==> config.mk <==
export PLATFORM = sky130hd
export DESIGN_NAME = csma_ca_top
export DESIGN_NICKNAME = d
export VERILOG_FILES = /design/src/source/csma_pkg.sv /design/src/source/backoff_ctrl.sv /design/src/source/csma_ca_top.sv /design/src/source/nav_tracker.sv /design/src/source/slot_randomizer.sv /design/src/source/usec_countdown.sv
export VERILOG_INCLUDE_DIRS = /design/src /design/src/source
export SDC_FILE = /design/constraint.sdc
export NUM_CORES = 1
export LEC_CHECK = 0
export ABC_AREA = 1
export CAP_MARGIN = 15
export CORE_MARGIN = 2
export CORE_UTILIZATION = 58
export DETAILED_ROUTE_END_ITERATION = 8
export DONT_BUFFER_PORTS = 1
export PLACE_DENSITY_LB_ADDON = 0.15
export SYNTH_ARGS = -nofsm -noshare
export SYNTH_HDL_FRONTEND = slang
export SYNTH_SLANG_ARGS = --single-unit
==> constraint.sdc <==
create_clock -name clk -period 10.3 [get_ports clk]
set_clock_uncertainty 0.05 [all_clocks]
set_input_delay 1.545 -clock clk [delete_from_list [all_inputs] [get_ports clk]]
set_output_delay 1.545 -clock clk [all_outputs]
set_load 0.05 [all_outputs]
==> src/source/csma_settings.svh <==
// widths in bits, times in microseconds; the LFSR reset value must never be all ones
`ifndef CSMA_SETTINGS_SVH
`define CSMA_SETTINGS_SVH

`default_nettype none

// counter and field widths
`define CSMA_NAV_W          15
`define CSMA_WAIT_W         12
`define CSMA_BACKOFF_W      13
`define CSMA_SLOTS_W        10
`define CSMA_CW_EXP_W       4
`define CSMA_MAC_ADDR_W     48

`define CSMA_CW_EXP_MAX     10  // window tops out at 1023 slots

// fixed ACK airtime folded into EIFS
`define CSMA_LONGEST_ACK_US 44

`define CSMA_LFSR_INIT      32'h1020f0cb  // any value except 32'hffffffff

`default_nettype wire

`endif

==> src/source/csma_pkg.sv <==
// types only; widths come from csma_settings.svh, so compile this before any module
`include "csma_settings.svh"

`default_nettype none

package csma_pkg;

    typedef logic [`CSMA_NAV_W-1:0]      nav_t;          // microseconds
    typedef logic [`CSMA_WAIT_W-1:0]     wait_cnt_t;
    typedef logic [`CSMA_BACKOFF_W-1:0]  backoff_cnt_t;
    typedef logic [`CSMA_SLOTS_W-1:0]    slot_cnt_t;
    typedef logic [`CSMA_CW_EXP_W-1:0]   cw_exp_t;
    typedef logic [`CSMA_MAC_ADDR_W-1:0] mac_addr_t;

    // virtual carrier sense, one pass per received frame
    typedef enum logic [1:0] {
        NAV_IDLE,
        NAV_WAIT_DURATION,
        NAV_CHECK_RA,
        NAV_UPDATE
    } nav_state_t;

    typedef enum logic [2:0] {
        IDLE,
        CH_BUSY,
        WAIT_1,         // IFS only, no backoff after it
        WAIT_2,         // IFS followed by random backoff
        RUN,
        SUSPEND,        // backoff frozen while medium busy
        WAIT_FOR_OWN
    } backoff_state_t;

endpackage

`default_nettype wire

==> src/source/backoff_ctrl.sv <==
// timer arithmetic wraps like the hardware it models; advances larger than the IFS are not caught
`timescale 1ns/1ps

`include "csma_settings.svh"

`default_nettype none

module backoff_ctrl (
    input  logic                   clk,
    input  logic                   rstn,
    input  logic                   reset_backoff,
    input  logic                   tsf_pulse_1m,
    input  logic                   ch_idle_final,
    input  logic                   high_trigger,
    input  logic                   retrans_trigger,
    input  logic                   quit_retrans,
    input  logic                   tx_bb_is_ongoing,
    input  logic                   ack_tx_flag,
    input  logic                   fcs_in_strobe,
    input  logic                   fcs_valid,
    input  logic                   difs_enable,
    input  logic                   eifs_enable,
    input  logic [4:0]             slot_time,
    input  logic [6:0]             sifs_time,
    input  logic [7:0]             difs_advance,
    input  logic [7:0]             backoff_advance,
    input  csma_pkg::cw_exp_t      cw_exp_used,
    input  csma_pkg::slot_cnt_t    slot_count,
    input  csma_pkg::wait_cnt_t    wait_count,
    input  logic                   wait_zero,
    input  csma_pkg::backoff_cnt_t backoff_count,
    input  logic                   backoff_zero,
    output logic                   wait_load,
    output csma_pkg::wait_cnt_t    wait_load_value,
    output logic                   wait_enable,
    output logic                   backoff_load,
    output csma_pkg::backoff_cnt_t backoff_load_value,
    output logic                   backoff_enable,
    output logic                   take_new_random,
    output logic                   backoff_done,
    output csma_pkg::cw_exp_t      cw_exp_log,
    output csma_pkg::slot_cnt_t    num_slot_random_log
);

    import csma_pkg::*;

    localparam int PROD_W = `CSMA_SLOTS_W + 5;

    backoff_state_t    state, state_next;
    logic              last_fcs_valid;
    wait_cnt_t         difs_time, eifs_time, ifs_time, ifs_wait, quit_wait;
    logic [PROD_W-1:0] slot_product;
    backoff_cnt_t      slot_backoff;
    logic              log_clear, log_capture;

    assign difs_time = difs_enable ?
                       wait_cnt_t'(sifs_time) + wait_cnt_t'({slot_time, 1'b0}) : '0;
    assign eifs_time = eifs_enable ?
                       wait_cnt_t'(sifs_time) + difs_time +
                       wait_cnt_t'(`CSMA_LONGEST_ACK_US) : '0;
    assign ifs_time  = last_fcs_valid ? difs_time : eifs_time;  // EIFS after a bad frame
    assign ifs_wait  = (ifs_time == '0) ? '0 : ifs_time - wait_cnt_t'(difs_advance);

    // on quit, keep whichever is shorter: leftover backoff or a fresh IFS
    assign quit_wait = (backoff_count > backoff_cnt_t'(ifs_time)) ?
                       ifs_wait : wait_cnt_t'(backoff_count);

    assign slot_product = slot_count * slot_time;
    assign slot_backoff = (slot_count == '0) ? '0 :
                          backoff_cnt_t'(slot_product - PROD_W'(backoff_advance));

    always_comb begin
        state_next         = state;
        wait_load          = 1'b0;
        wait_load_value    = '0;
        backoff_load       = 1'b0;
        backoff_load_value = '0;
        log_clear          = 1'b0;
        log_capture        = 1'b0;
        case (state)
            IDLE: begin
                backoff_load = 1'b1;
                log_clear    = high_trigger || quit_retrans;
                if (ch_idle_final) begin
                    if (high_trigger || quit_retrans || retrans_trigger) begin
                        state_next      = retrans_trigger && !(high_trigger || quit_retrans) ?
                                          WAIT_2 : WAIT_1;
                        wait_load       = 1'b1;
                        wait_load_value = ifs_wait;
                    end
                end else if (high_trigger || retrans_trigger || quit_retrans) begin
                    state_next = CH_BUSY;
                    wait_load  = 1'b1;  // wait cleared
                end
            end
            CH_BUSY: begin
                backoff_load = 1'b1;
                wait_load    = 1'b1;
                if (ch_idle_final) begin
                    wait_load_value = ifs_wait;
                    state_next      = WAIT_2;
                end
            end
            WAIT_1: begin
                backoff_load = 1'b1;
                log_clear    = 1'b1;
                if (!ch_idle_final) state_next = CH_BUSY;
                else if (wait_zero) state_next = WAIT_FOR_OWN;
            end
            WAIT_2: begin
                backoff_load = 1'b1;
                if (!ch_idle_final) begin
                    state_next = CH_BUSY;
                end else if (quit_retrans) begin
                    state_next = WAIT_1;  // new packet, skip the backoff
                end else if (wait_zero) begin
                    state_next         = RUN;
                    backoff_load_value = slot_backoff;
                    log_capture        = 1'b1;
                end
            end
            RUN: begin
                if (!ch_idle_final) begin
                    state_next = backoff_zero ? CH_BUSY : SUSPEND;
                end else if (quit_retrans) begin
                    state_next      = WAIT_1;
                    wait_load       = 1'b1;
                    wait_load_value = quit_wait;
                end else if (backoff_zero) begin
                    state_next = WAIT_FOR_OWN;
                end
            end
            SUSPEND: begin
                if (ch_idle_final) begin
                    state_next = quit_retrans ? WAIT_1 : RUN;
                    wait_load       = quit_retrans;
                    wait_load_value = quit_wait;
                end else if (quit_retrans) begin
                    state_next = CH_BUSY;
                    log_clear  = 1'b1;
                end
            end
            WAIT_FOR_OWN: begin
                // ACK going out means we still owe a backoff
                if (tx_bb_is_ongoing) state_next = ack_tx_flag ? CH_BUSY : IDLE;
            end
            default: state_next = IDLE;
        endcase
        if (reset_backoff) begin
            state_next         = IDLE;
            wait_load          = 1'b1;
            wait_load_value    = '0;
            backoff_load       = 1'b1;
            backoff_load_value = '0;
        end
    end

    assign wait_enable    = (state == WAIT_1) || (state == WAIT_2);
    assign backoff_enable = (state == RUN) && ch_idle_final;
    assign backoff_done   = (state == WAIT_FOR_OWN);

    always_ff @(posedge clk) begin
        if (!rstn || reset_backoff) begin
            state               <= IDLE;
            last_fcs_valid      <= 1'b0;
            take_new_random     <= 1'b0;
            cw_exp_log          <= '0;
            num_slot_random_log <= '0;
        end else begin
            state <= state_next;
            if (fcs_in_strobe) last_fcs_valid <= fcs_valid;
            // fresh number ready well before the wait expires
            take_new_random <= (state == WAIT_2) && tsf_pulse_1m &&
                               (wait_count == wait_cnt_t'(2));
            if (log_capture) begin
                cw_exp_log          <= cw_exp_used;
                num_slot_random_log <= slot_count;
            end else if (log_clear) begin
                cw_exp_log          <= '0;
                num_slot_random_log <= '0;
            end
        end
    end

endmodule

`default_nettype wire

==> src/source/csma_ca_top.sv <==
// timing inputs are in microseconds and must hold steady while a backoff is in progress
`timescale 1ns/1ps

`default_nettype none

module csma_ca_top (
    input  logic                clk,
    input  logic                rstn,
    input  logic                tsf_pulse_1m,
    input  logic                pkt_header_valid,
    input  logic                pkt_header_valid_strobe,
    input  logic                fcs_in_strobe,
    input  logic                fcs_valid,
    input  logic                nav_enable,
    input  logic                difs_enable,
    input  logic                eifs_enable,
    input  csma_pkg::cw_exp_t   cw_exp_used,
    input  logic [4:0]          slot_time,
    input  logic [6:0]          sifs_time,
    input  logic [7:0]          difs_advance,
    input  logic [7:0]          backoff_advance,
    input  logic                addr1_valid,
    input  csma_pkg::mac_addr_t addr1,
    input  csma_pkg::mac_addr_t self_mac_addr,
    input  logic                fc_di_valid,
    input  logic [15:0]         duration,
    input  logic                ch_idle,
    input  logic                retrans_trigger,
    input  logic                quit_retrans,
    input  logic                reset_backoff,
    input  logic                high_trigger,
    input  logic                tx_bb_is_ongoing,
    input  logic                ack_tx_flag,
    output logic                backoff_done,
    output csma_pkg::cw_exp_t   cw_exp_log,
    output csma_pkg::slot_cnt_t num_slot_random_log
);

    import csma_pkg::*;

    logic         ch_idle_final;
    logic         take_new_random;
    slot_cnt_t    slot_count;
    logic         wait_load, wait_enable, wait_zero;
    wait_cnt_t    wait_load_value, wait_count;
    logic         backoff_load, backoff_enable, backoff_zero;
    backoff_cnt_t backoff_load_value, backoff_count;

    nav_tracker u_nav (
        .clk, .rstn, .tsf_pulse_1m, .nav_enable, .ch_idle,
        .pkt_header_valid_strobe, .pkt_header_valid, .fc_di_valid, .duration,
        .addr1_valid, .addr1, .self_mac_addr, .fcs_in_strobe, .fcs_valid,
        .ch_idle_final
    );

    slot_randomizer u_rand (
        .clk, .rstn, .take_new_random, .cw_exp_used, .slot_count
    );

    // IFS wait timer
    usec_countdown #(.count_t(wait_cnt_t)) u_wait_timer (
        .clk, .rstn, .tsf_pulse_1m,
        .load(wait_load), .load_value(wait_load_value), .enable(wait_enable),
        .count(wait_count), .zero(wait_zero)
    );

    usec_countdown #(.count_t(backoff_cnt_t)) u_backoff_timer (
        .clk, .rstn, .tsf_pulse_1m,
        .load(backoff_load), .load_value(backoff_load_value), .enable(backoff_enable),
        .count(backoff_count), .zero(backoff_zero)
    );

    backoff_ctrl u_ctrl (
        .clk, .rstn, .reset_backoff, .tsf_pulse_1m, .ch_idle_final,
        .high_trigger, .retrans_trigger, .quit_retrans, .tx_bb_is_ongoing, .ack_tx_flag,
        .fcs_in_strobe, .fcs_valid, .difs_enable, .eifs_enable,
        .slot_time, .sifs_time, .difs_advance, .backoff_advance, .cw_exp_used,
        .slot_count, .wait_count, .wait_zero, .backoff_count, .backoff_zero,
        .wait_load, .wait_load_value, .wait_enable,
        .backoff_load, .backoff_load_value, .backoff_enable,
        .take_new_random, .backoff_done, .cw_exp_log, .num_slot_random_log
    );

endmodule

`default_nettype wire

==> src/source/nav_tracker.sv <==
// NAV only from frames with a good FCS addressed elsewhere; PS-Poll and RTS timeout not handled
`timescale 1ns/1ps

`include "csma_settings.svh"

`default_nettype none

module nav_tracker (
    input  logic                clk,
    input  logic                rstn,
    input  logic                tsf_pulse_1m,
    input  logic                nav_enable,
    input  logic                ch_idle,
    input  logic                pkt_header_valid_strobe,
    input  logic                pkt_header_valid,
    input  logic                fc_di_valid,
    input  logic [15:0]         duration,
    input  logic                addr1_valid,
    input  csma_pkg::mac_addr_t addr1,
    input  csma_pkg::mac_addr_t self_mac_addr,
    input  logic                fcs_in_strobe,
    input  logic                fcs_valid,
    output logic                ch_idle_final
);

    import csma_pkg::*;

    nav_state_t nav_state;
    nav_t       nav;
    nav_t       nav_dur;
    logic       nav_raise;

    // bit 15 set means AID or reserved, no NAV meaning
    assign nav_dur = duration[15] ? '0 : nav_t'(duration[14:0]);

    // a new duration may only extend the current NAV
    assign nav_raise = (nav_state == NAV_UPDATE) && !pkt_header_valid_strobe &&
                       fcs_in_strobe && fcs_valid && (nav_dur > nav);

    always_ff @(posedge clk) begin
        if (!rstn) begin
            nav <= '0;
        end else if (nav_raise) begin
            nav <= nav_dur;
        end else if (tsf_pulse_1m && (nav != '0)) begin
            nav <= nav - 1'b1;
        end
    end

    // header strobe restarts the walk, also recovers from a lost FCS strobe
    always_ff @(posedge clk) begin
        if (!rstn) begin
            nav_state <= NAV_IDLE;
        end else if (pkt_header_valid_strobe) begin
            nav_state <= pkt_header_valid ? NAV_WAIT_DURATION : NAV_IDLE;
        end else begin
            case (nav_state)
                NAV_IDLE: begin
                    nav_state <= NAV_IDLE;  // parked until next header
                end
                NAV_WAIT_DURATION: begin
                    if (fc_di_valid && !duration[15]) begin
                        nav_state <= NAV_CHECK_RA;
                    end
                end
                NAV_CHECK_RA: begin
                    // frames for us never touch the NAV
                    if (addr1_valid && (addr1 != self_mac_addr)) begin
                        nav_state <= NAV_UPDATE;
                    end
                end
                NAV_UPDATE: begin
                    if (fcs_in_strobe) begin
                        nav_state <= NAV_IDLE;
                    end
                end
                default: nav_state <= NAV_IDLE;
            endcase
        end
    end

    // physical and virtual carrier sense combined
    assign ch_idle_final = ch_idle && (!nav_enable || (nav == '0));

endmodule

`default_nettype wire

==> src/source/slot_randomizer.sv <==
// slot count is the low cw_exp bits of the LFSR, exponents above CSMA_CW_EXP_MAX are clamped
`timescale 1ns/1ps

`include "csma_settings.svh"

`default_nettype none

module slot_randomizer (
    input  logic                clk,
    input  logic                rstn,
    input  logic                take_new_random,
    input  csma_pkg::cw_exp_t   cw_exp_used,
    output csma_pkg::slot_cnt_t slot_count
);

    import csma_pkg::*;

    logic [31:0]             lfsr;
    cw_exp_t                 cw_exp_clamped;
    logic [`CSMA_SLOTS_W:0]  mask_full;     // one bit wider for the shift

    // xnor form, taps 32/22/2/1
    always_ff @(posedge clk) begin
        if (!rstn) begin
            lfsr <= `CSMA_LFSR_INIT;
        end else if (take_new_random) begin
            lfsr <= {lfsr[30:0], ~^{lfsr[31], lfsr[21], lfsr[1:0]}};
        end
    end

    assign cw_exp_clamped = (cw_exp_used > cw_exp_t'(`CSMA_CW_EXP_MAX)) ?
                            cw_exp_t'(`CSMA_CW_EXP_MAX) : cw_exp_used;

    // 2^cw_exp - 1, zero when the exponent is zero
    assign mask_full = ({{`CSMA_SLOTS_W{1'b0}}, 1'b1} << cw_exp_clamped) - 1'b1;

    assign slot_count = lfsr[`CSMA_SLOTS_W-1:0] & mask_full[`CSMA_SLOTS_W-1:0];

endmodule

`default_nettype wire

==> src/source/usec_countdown.sv <==
// load wins over count; the count sticks at zero and only moves on the 1 us pulse
`timescale 1ns/1ps

`default_nettype none

module usec_countdown #(
    parameter type count_t = logic [7:0]
) (
    input  logic   clk,
    input  logic   rstn,
    input  logic   tsf_pulse_1m,
    input  logic   load,
    input  count_t load_value,
    input  logic   enable,
    output count_t count,
    output logic   zero
);

    logic step;

    // decrement only on a microsecond tick, never below zero
    assign step = enable && tsf_pulse_1m && (count != '0);

    always_ff @(posedge clk) begin
        if (!rstn) begin
            count <= '0;
        end else if (load) begin
            count <= load_value;
        end else if (step) begin
            count <= count - 1'b1;
        end
    end

    assign zero = (count == '0);

endmodule

`default_nettype wire

[Word-level counts from Yosys, hierarchy flattened]
Index checks and enable logic that the tools add are counted.
Storage, ports and cells
  output and inout bits: 15
  input bits: 163
  register bits: 93
Operators by class
  shift-type cells: 1
  multiply operators: 1
  bitwise gates (word level): 1
  magnitude comparators: 3
  reduce and logical (&&, ||, !) cells: 47
  mux-type cells: 73
  equal/unequal tests: 22
  add/subtract/negate cells: 9
Operators by type and width (count)
  $mux 12: 14
  $mux 13: 8
  $mux 3: 17
  $ne 48x48->1: 1
  $pmux 12 s4: 1
  $mux 15: 3
  $logic_not 12->1: 2
  $pmux 3 s7: 1
  $mux 10: 2
  $mux 1: 17
  $logic_and 1x1->1: 16
  $gt 15x15->1: 1
  $logic_not 15->1: 1
  $reduce_bool 15->1: 1
  $sub 15x1->15 const B: 1
  $gt 13x12->1: 1
  $logic_not 13->1: 1
  $mul 10x5->13: 1
  $reduce_bool 13->1: 1
  $sub 13x1->13 const B: 1
  $sub 13x8->13: 1
  $add 12x6->12 const B: 1
  $add 7x12->12: 1
  $eq 12x2->1 const B: 1
  35 further kinds: 62

[Longest topological paths before layout]
  depth in word-level cells: 14
  depth in mapped cells: 30

[Hierarchy]
Synthesis repeated with hierarchy kept, for this count alone.
Unflattened totals
  cells, all modules: 1594
  area total of the unflattened synthesis: 10068.4 um^2
Modules (own cells, without submodules)
  backoff_ctrl: sequential area each 380.4 um^2, times used 1, cells an instance 694, area each 4486.8 um^2
  nav_tracker: sequential area each 340.3 um^2, times used 1, cells an instance 400, area each 2374.8 um^2
  slot_randomizer: sequential area each 640.6 um^2, times used 1, cells an instance 192, area each 1342.5 um^2
  usec_countdown at u_backoff_timer: sequential area each 260.2 um^2, times used 1, cells an instance 160, area each 989.7 um^2
  usec_countdown at u_wait_timer: sequential area each 240.2 um^2, times used 1, cells an instance 148, area each 874.6 um^2

[Worst setup path before layout]
No wires, ideal clock.
  kind: input -> register
  start point: input cw_exp_used[3]
  end point: register u_backoff_timer.count[12] in the netlist's numbering
  path slack: 4.795 ns
  stages: 25
  arrival: 5.385 ns
  data required time: 10.180 ns
  buffers on the path: 0
  cells stage by stage: nor2_1 > nand3_1 > ha_1 > or2_2 > inv_1 > nand2_1 > fa_1 > inv_1 > ha_1 > inv_1 > fa_1 > inv_1 > ha_1 > fa_1 > nand3_1 > nand2_1 > nand4_1 > nand2_1 > nand2_1 > nand2_1 > a21oi_1 > inv_1 > nand2_1 > nand3_1 > a21oi_1
On the way
  word-level cells in the longest chain between the ends: 14
  elaborated cells on any way between the ends: 15
  classes of those cells: add/sub (2); mul (1); order compare (1); shift (1); mux (8); bitwise (1); reduce/logical (1)
Ends and longest elaborated chain
  start: declaration: line csma_ca_top.sv:17  | input csma_pkg::cw_exp_t cw_exp_used,
  $gt 4x4->1: line slot_randomizer.sv:31  | assign cw_exp_clamped = (cw_exp_used > cw_exp_t'(`CSMA_CW_EXP_MAX)) ?
  $mux 4 (*): line slot_randomizer.sv:31
  $shl 1x4->10 (*): line slot_randomizer.sv:35  | assign mask_full = ({{`CSMA_SLOTS_W{1'b0}}, 1'b1} << cw_exp_clamped) - 1'b1;
  $sub 10x1->10 (*): line slot_randomizer.sv:35
  $and 10x10->10 (*): line slot_randomizer.sv:37  | assign slot_count = lfsr[`CSMA_SLOTS_W-1:0] & mask_full[`CSMA_SLOTS_W-1:0];
  $mul 10x5->13: line backoff_ctrl.sv:68  | assign slot_product = slot_count * slot_time;
  $sub 13x8->13: line backoff_ctrl.sv:70  | backoff_cnt_t'(slot_product - PROD_W'(backoff_advance));
  $mux 13 (*): line backoff_ctrl.sv:69  | assign slot_backoff = (slot_count == '0) ? '0 :
  $mux 13 (*): line backoff_ctrl.sv:116  | end else if (wait_zero) begin
  $mux 13 (*): line backoff_ctrl.sv:114  | end else if (quit_retrans) begin
  $mux 13 (*): line backoff_ctrl.sv:112  | if (!ch_idle_final) begin
  $mux 13 (*): line backoff_ctrl.sv:80  | case (state)
  $mux 13 (*): line backoff_ctrl.sv:149  | if (reset_backoff) begin
  $mux 13 (*): line usec_countdown.sv:27  | end else if (load) begin
  end signal: assignment: line usec_countdown.sv:28  | count <= load_value;
  end signal: assignment: line usec_countdown.sv:30  | count <= count - 1'b1;
  end: declaration: line usec_countdown.sv:15  | output count_t count,
Every way passes the cells marked *; elsewhere a longest branch is shown, timed or not.
A chain may end at the register's enable or synchronous reset.

[Worst setup path in the final report]
Same ends and word-level chain as after synthesis.

==> run metrics <==
GRT Overall Usage=0.275; Wirelength per Cell=14.0 um; Cell Area, Synth=around 0.0094 sq mm; Switching Power=0.672 mW; Sequential Power Share=0.287; Slew Viols, Final=0; die width=132 um; sw frac=0.440; Core Rows=46; Startpoint Class=input pin; Final Cycle Share=0.540; Post-Synthesis Mean Instance Area=6.41 sq um; Pleak=4.87 nW; Worst path max stage delay=around 0.53 ns; DP Area=around 0.0096 sq mm; Most Crowded Layer GR=met2; final global-route overflow total=0; Buffers on Ports=0; clock network power share=0.206; Worst path slowest cell=fa_1; Fin. Hold Viols=0; Final Setup Violations=0; Setup CP Type=input pin to flop; detailed-route wire length=around 23 mm; clock root cell=clkbuf_16; synth warn=0; Post-Synthesis Cells=~1500; layout cell share with drive strength beyond 1=0.0392; initial DRC count=542; CP Launch Point=cw_exp_used[3]; antenna violations before repair=0; Comb power frac=0.507; met1 Usage GRT=0.349; number of synthesized flops with an enable pin=0; diode count=0; post-route minimum period=5.56 ns; Initial Utilization=0.595; setup slack at placement=~4.4 ns; WHS=0.413 ns; hold path startpoint=u_rand.lfsr[14]; DRC Markers=0; Slew headroom=0.271; Min-Delay Path Depth=2; reg2reg start=u_rand.lfsr[1]; Worst Hold Path EP=u_rand.lfsr[14]; CTS max path bufs=2; Crit path top cell by count=nand2_1; Critical Path RT=10.53 ns; Arr. time, crit path=5.79 ns; crit-path max FO=7; status=complete, no violations; grt met3 use=0.0505; setup TNS=0 ns; post_cts resized=0; Vias=approximately 9100; worst slew pin tran=1.09 ns; Worst setup EP type=flop; routed vias/inst=5.45; H-tree levels=3; design area=roughly 0.0099 sq mm; Syn-to-layout area delta=4.33%; vias in the first global route=8534; Final ANT Viol Nets=0; RSZ-0062 raised after global routing=no; postcts setup bufs=0; main area contributors after synthesis=dfxtp_1 (20%), nand2_1 (11%), ha_1 (10%), inv_1 (9.5%), nor2_1 (7.5%); clk_lat worst skew=approximately 0.36 ns; cells on worst reg2reg path=23; first-pass GRT wire length=39.8 mm; distinct cell type count after synthesis=46; CTS Sinks=93; Post-synth top flop=dfxtp_1; FF-to-FF End=u_backoff_timer.count[12]; post-DP HPWL=18.6 mm; final worst slack=4.74 ns; register bit count reported by yosys=slightly above 90; Core Area=0.0159 sq mm; total CTS buffers=9; Worst path top cell family by delay=adder cells; Die Ht=around 130 um; CTS tree=built; Synthesized Nets=1749; worst reg-to-reg setup slack=just over 6 ns; clk slew on worst S/H paths=0.07 ns; Placer Congestion=between 0.9 and 1; Ports=178; Fmax=180 MHz; Max-Cap Viols=0; largest net degree at the start of global routing=65; nets=approximately 1700; Peak VDD IR=0.103 mV; sequential share of the synthesized area=0.197; HP Class=flop to flop; Power per Cell Area=155 mW/mm^2; FFs w/ async S/R, synth=0; Synth top area share=0.197; Int Power=0.856 mW; CP bufs+invs=5; GR Layer Usage met2=0.483; overall power=1.53 mW; CTS Hold Bufs=0; DRT Pass-1 Iters=5; Yosys top cell by area=dfxtp_1; die area=roughly 0.017 sq mm
[layout make-up]
class,instances,area [sq um]
multi-input cells,1094,6490
fillers,1584,6030
flip-flops and latches,93,1860
inverters,250,940
well taps,216,270
clock buffers,9,225
clock inverters,6,50.0
repair buffers,2,15.0
[worst max path at each step]
stage	to	slack, ns	cells after the start
2_1_floorplan	u_backoff_timer.count[12]	4.80	25
3_3_place_gp	u_backoff_timer.count[12]	4.52	25
3_5_place_dp	u_backoff_timer.count[12]	4.40	25
4_1_cts	u_backoff_timer.count[12]	4.75	25
5_1_grt	u_backoff_timer.count[12]	4.43	25
6_report	u_backoff_timer.count[12]	4.74	25
[placed cells by master, fill, tap and decap left out, types with 3 or more instances in the layout]
master      instances
nand2_1           279
inv_1             239
nor2_1            188
o21ai_0           108
a21oi_1           105
nand3_1            98
dfxtp_1            93
ha_1               77
xor2_1             40
fa_1               35
xnor2_1            34
nand4_1            26
nor3_1             24
or2_2              18
clkbuf_16           9
a31oi_1             7
clkinv_1            6
nand3b_1            6
nand2_2             5
inv_2               4
o21a_1              4
o211ai_1            4
nor4_1              4
clkinvlp_4          4
a21o_1              3
a211oi_1            3
nor2_2              3
o31ai_1             3
[cell usage after synthesis, types with 2 or more instances]
cell type  count
nand3_1       98
nor4_1         4
clkinv_1       6
inv_1        239
a31oi_1        7
or2_2         18
nand3b_1       6
o21bai_1       2
a211oi_1       3
fa_1          35
a21boi_0       2
inv_2          4
o21ai_0      108
nor2_2         3
nand4_1       26
o21a_1         4
o211ai_1       4
o31ai_1        3
dfxtp_1       93
nor2_1       188
ha_1          77
nand2_2        5
xor2_1        40
or2_1          2
buf_4          2
nand2_1      279
a21oi_1      105
clkbuf_1      26
buf_2          8
nand3_2        2
nor3_1        25
xnor2_1       34
a21o_1         3
[through the flow]
stage                util  std cells
CTS                 0.620       1670
global placement    0.603       1655
floorplan               -       1474
global route        0.620       1670
detailed placement  0.603       1655
finish              0.620       1670
[cell families (layout without fill, tap and decap cells)]
kind of cell             Yosys count  after routing  share of synthesized area
XOR/XNOR                          74             74                     0.0686
buffers and inverters            287            267                      0.116
flip-flops                        93             93                      0.197
adder cells (fa/ha/maj)          112            112                      0.176
AO/OA/AOI/OAI                    246            246                      0.139
AND/OR/NAND/NOR                  662            662                      0.303
[registers in the layout (all words and copies together) (netlist names)]
name                        flops
u_ctrl.last_fcs_valid           1
u_backoff_timer.count          13
u_wait_timer.count             12
u_ctrl.state                    3
u_nav.nav                      15
u_ctrl.take_new_random          1
u_ctrl.num_slot_random_log     10
u_ctrl.cw_exp_log               4
u_rand.lfsr                    32
u_nav.nav_state                 2
[tightest hold or removal path: stages (launching register included)]
cell and delay, ns:
dfxtp_1 0.33, nand2_1 0.05, nand3_1 0.05
[metal layers]
| metal | routed length, um | vias to the layer above | share of wire |
|---|---|---|---|
| li1 | - | 4667 | - |
| met1 | 10300 | 4155 | 0.44 |
| met2 | 11500 | 264 | 0.49 |
| met3 | 1360 | 21 | 0.058 |
| met4 | 286 | 0 | 0.012 |
| met5 | 0 | - | 0 |
[power groups by stage]
stage	Sequential (mW)	Clock, mW	Combinational [mW]
after global routing	0.445	0.334	0.898
after detailed placement	0.445	0	0.768
final	0.439	0.315	0.775
after global placement	0.445	0	0.754
after CTS	0.438	0.320	0.772
after floorplan	0.434	0	0.635
Note: power is estimated with default switching activity, not from simulation.
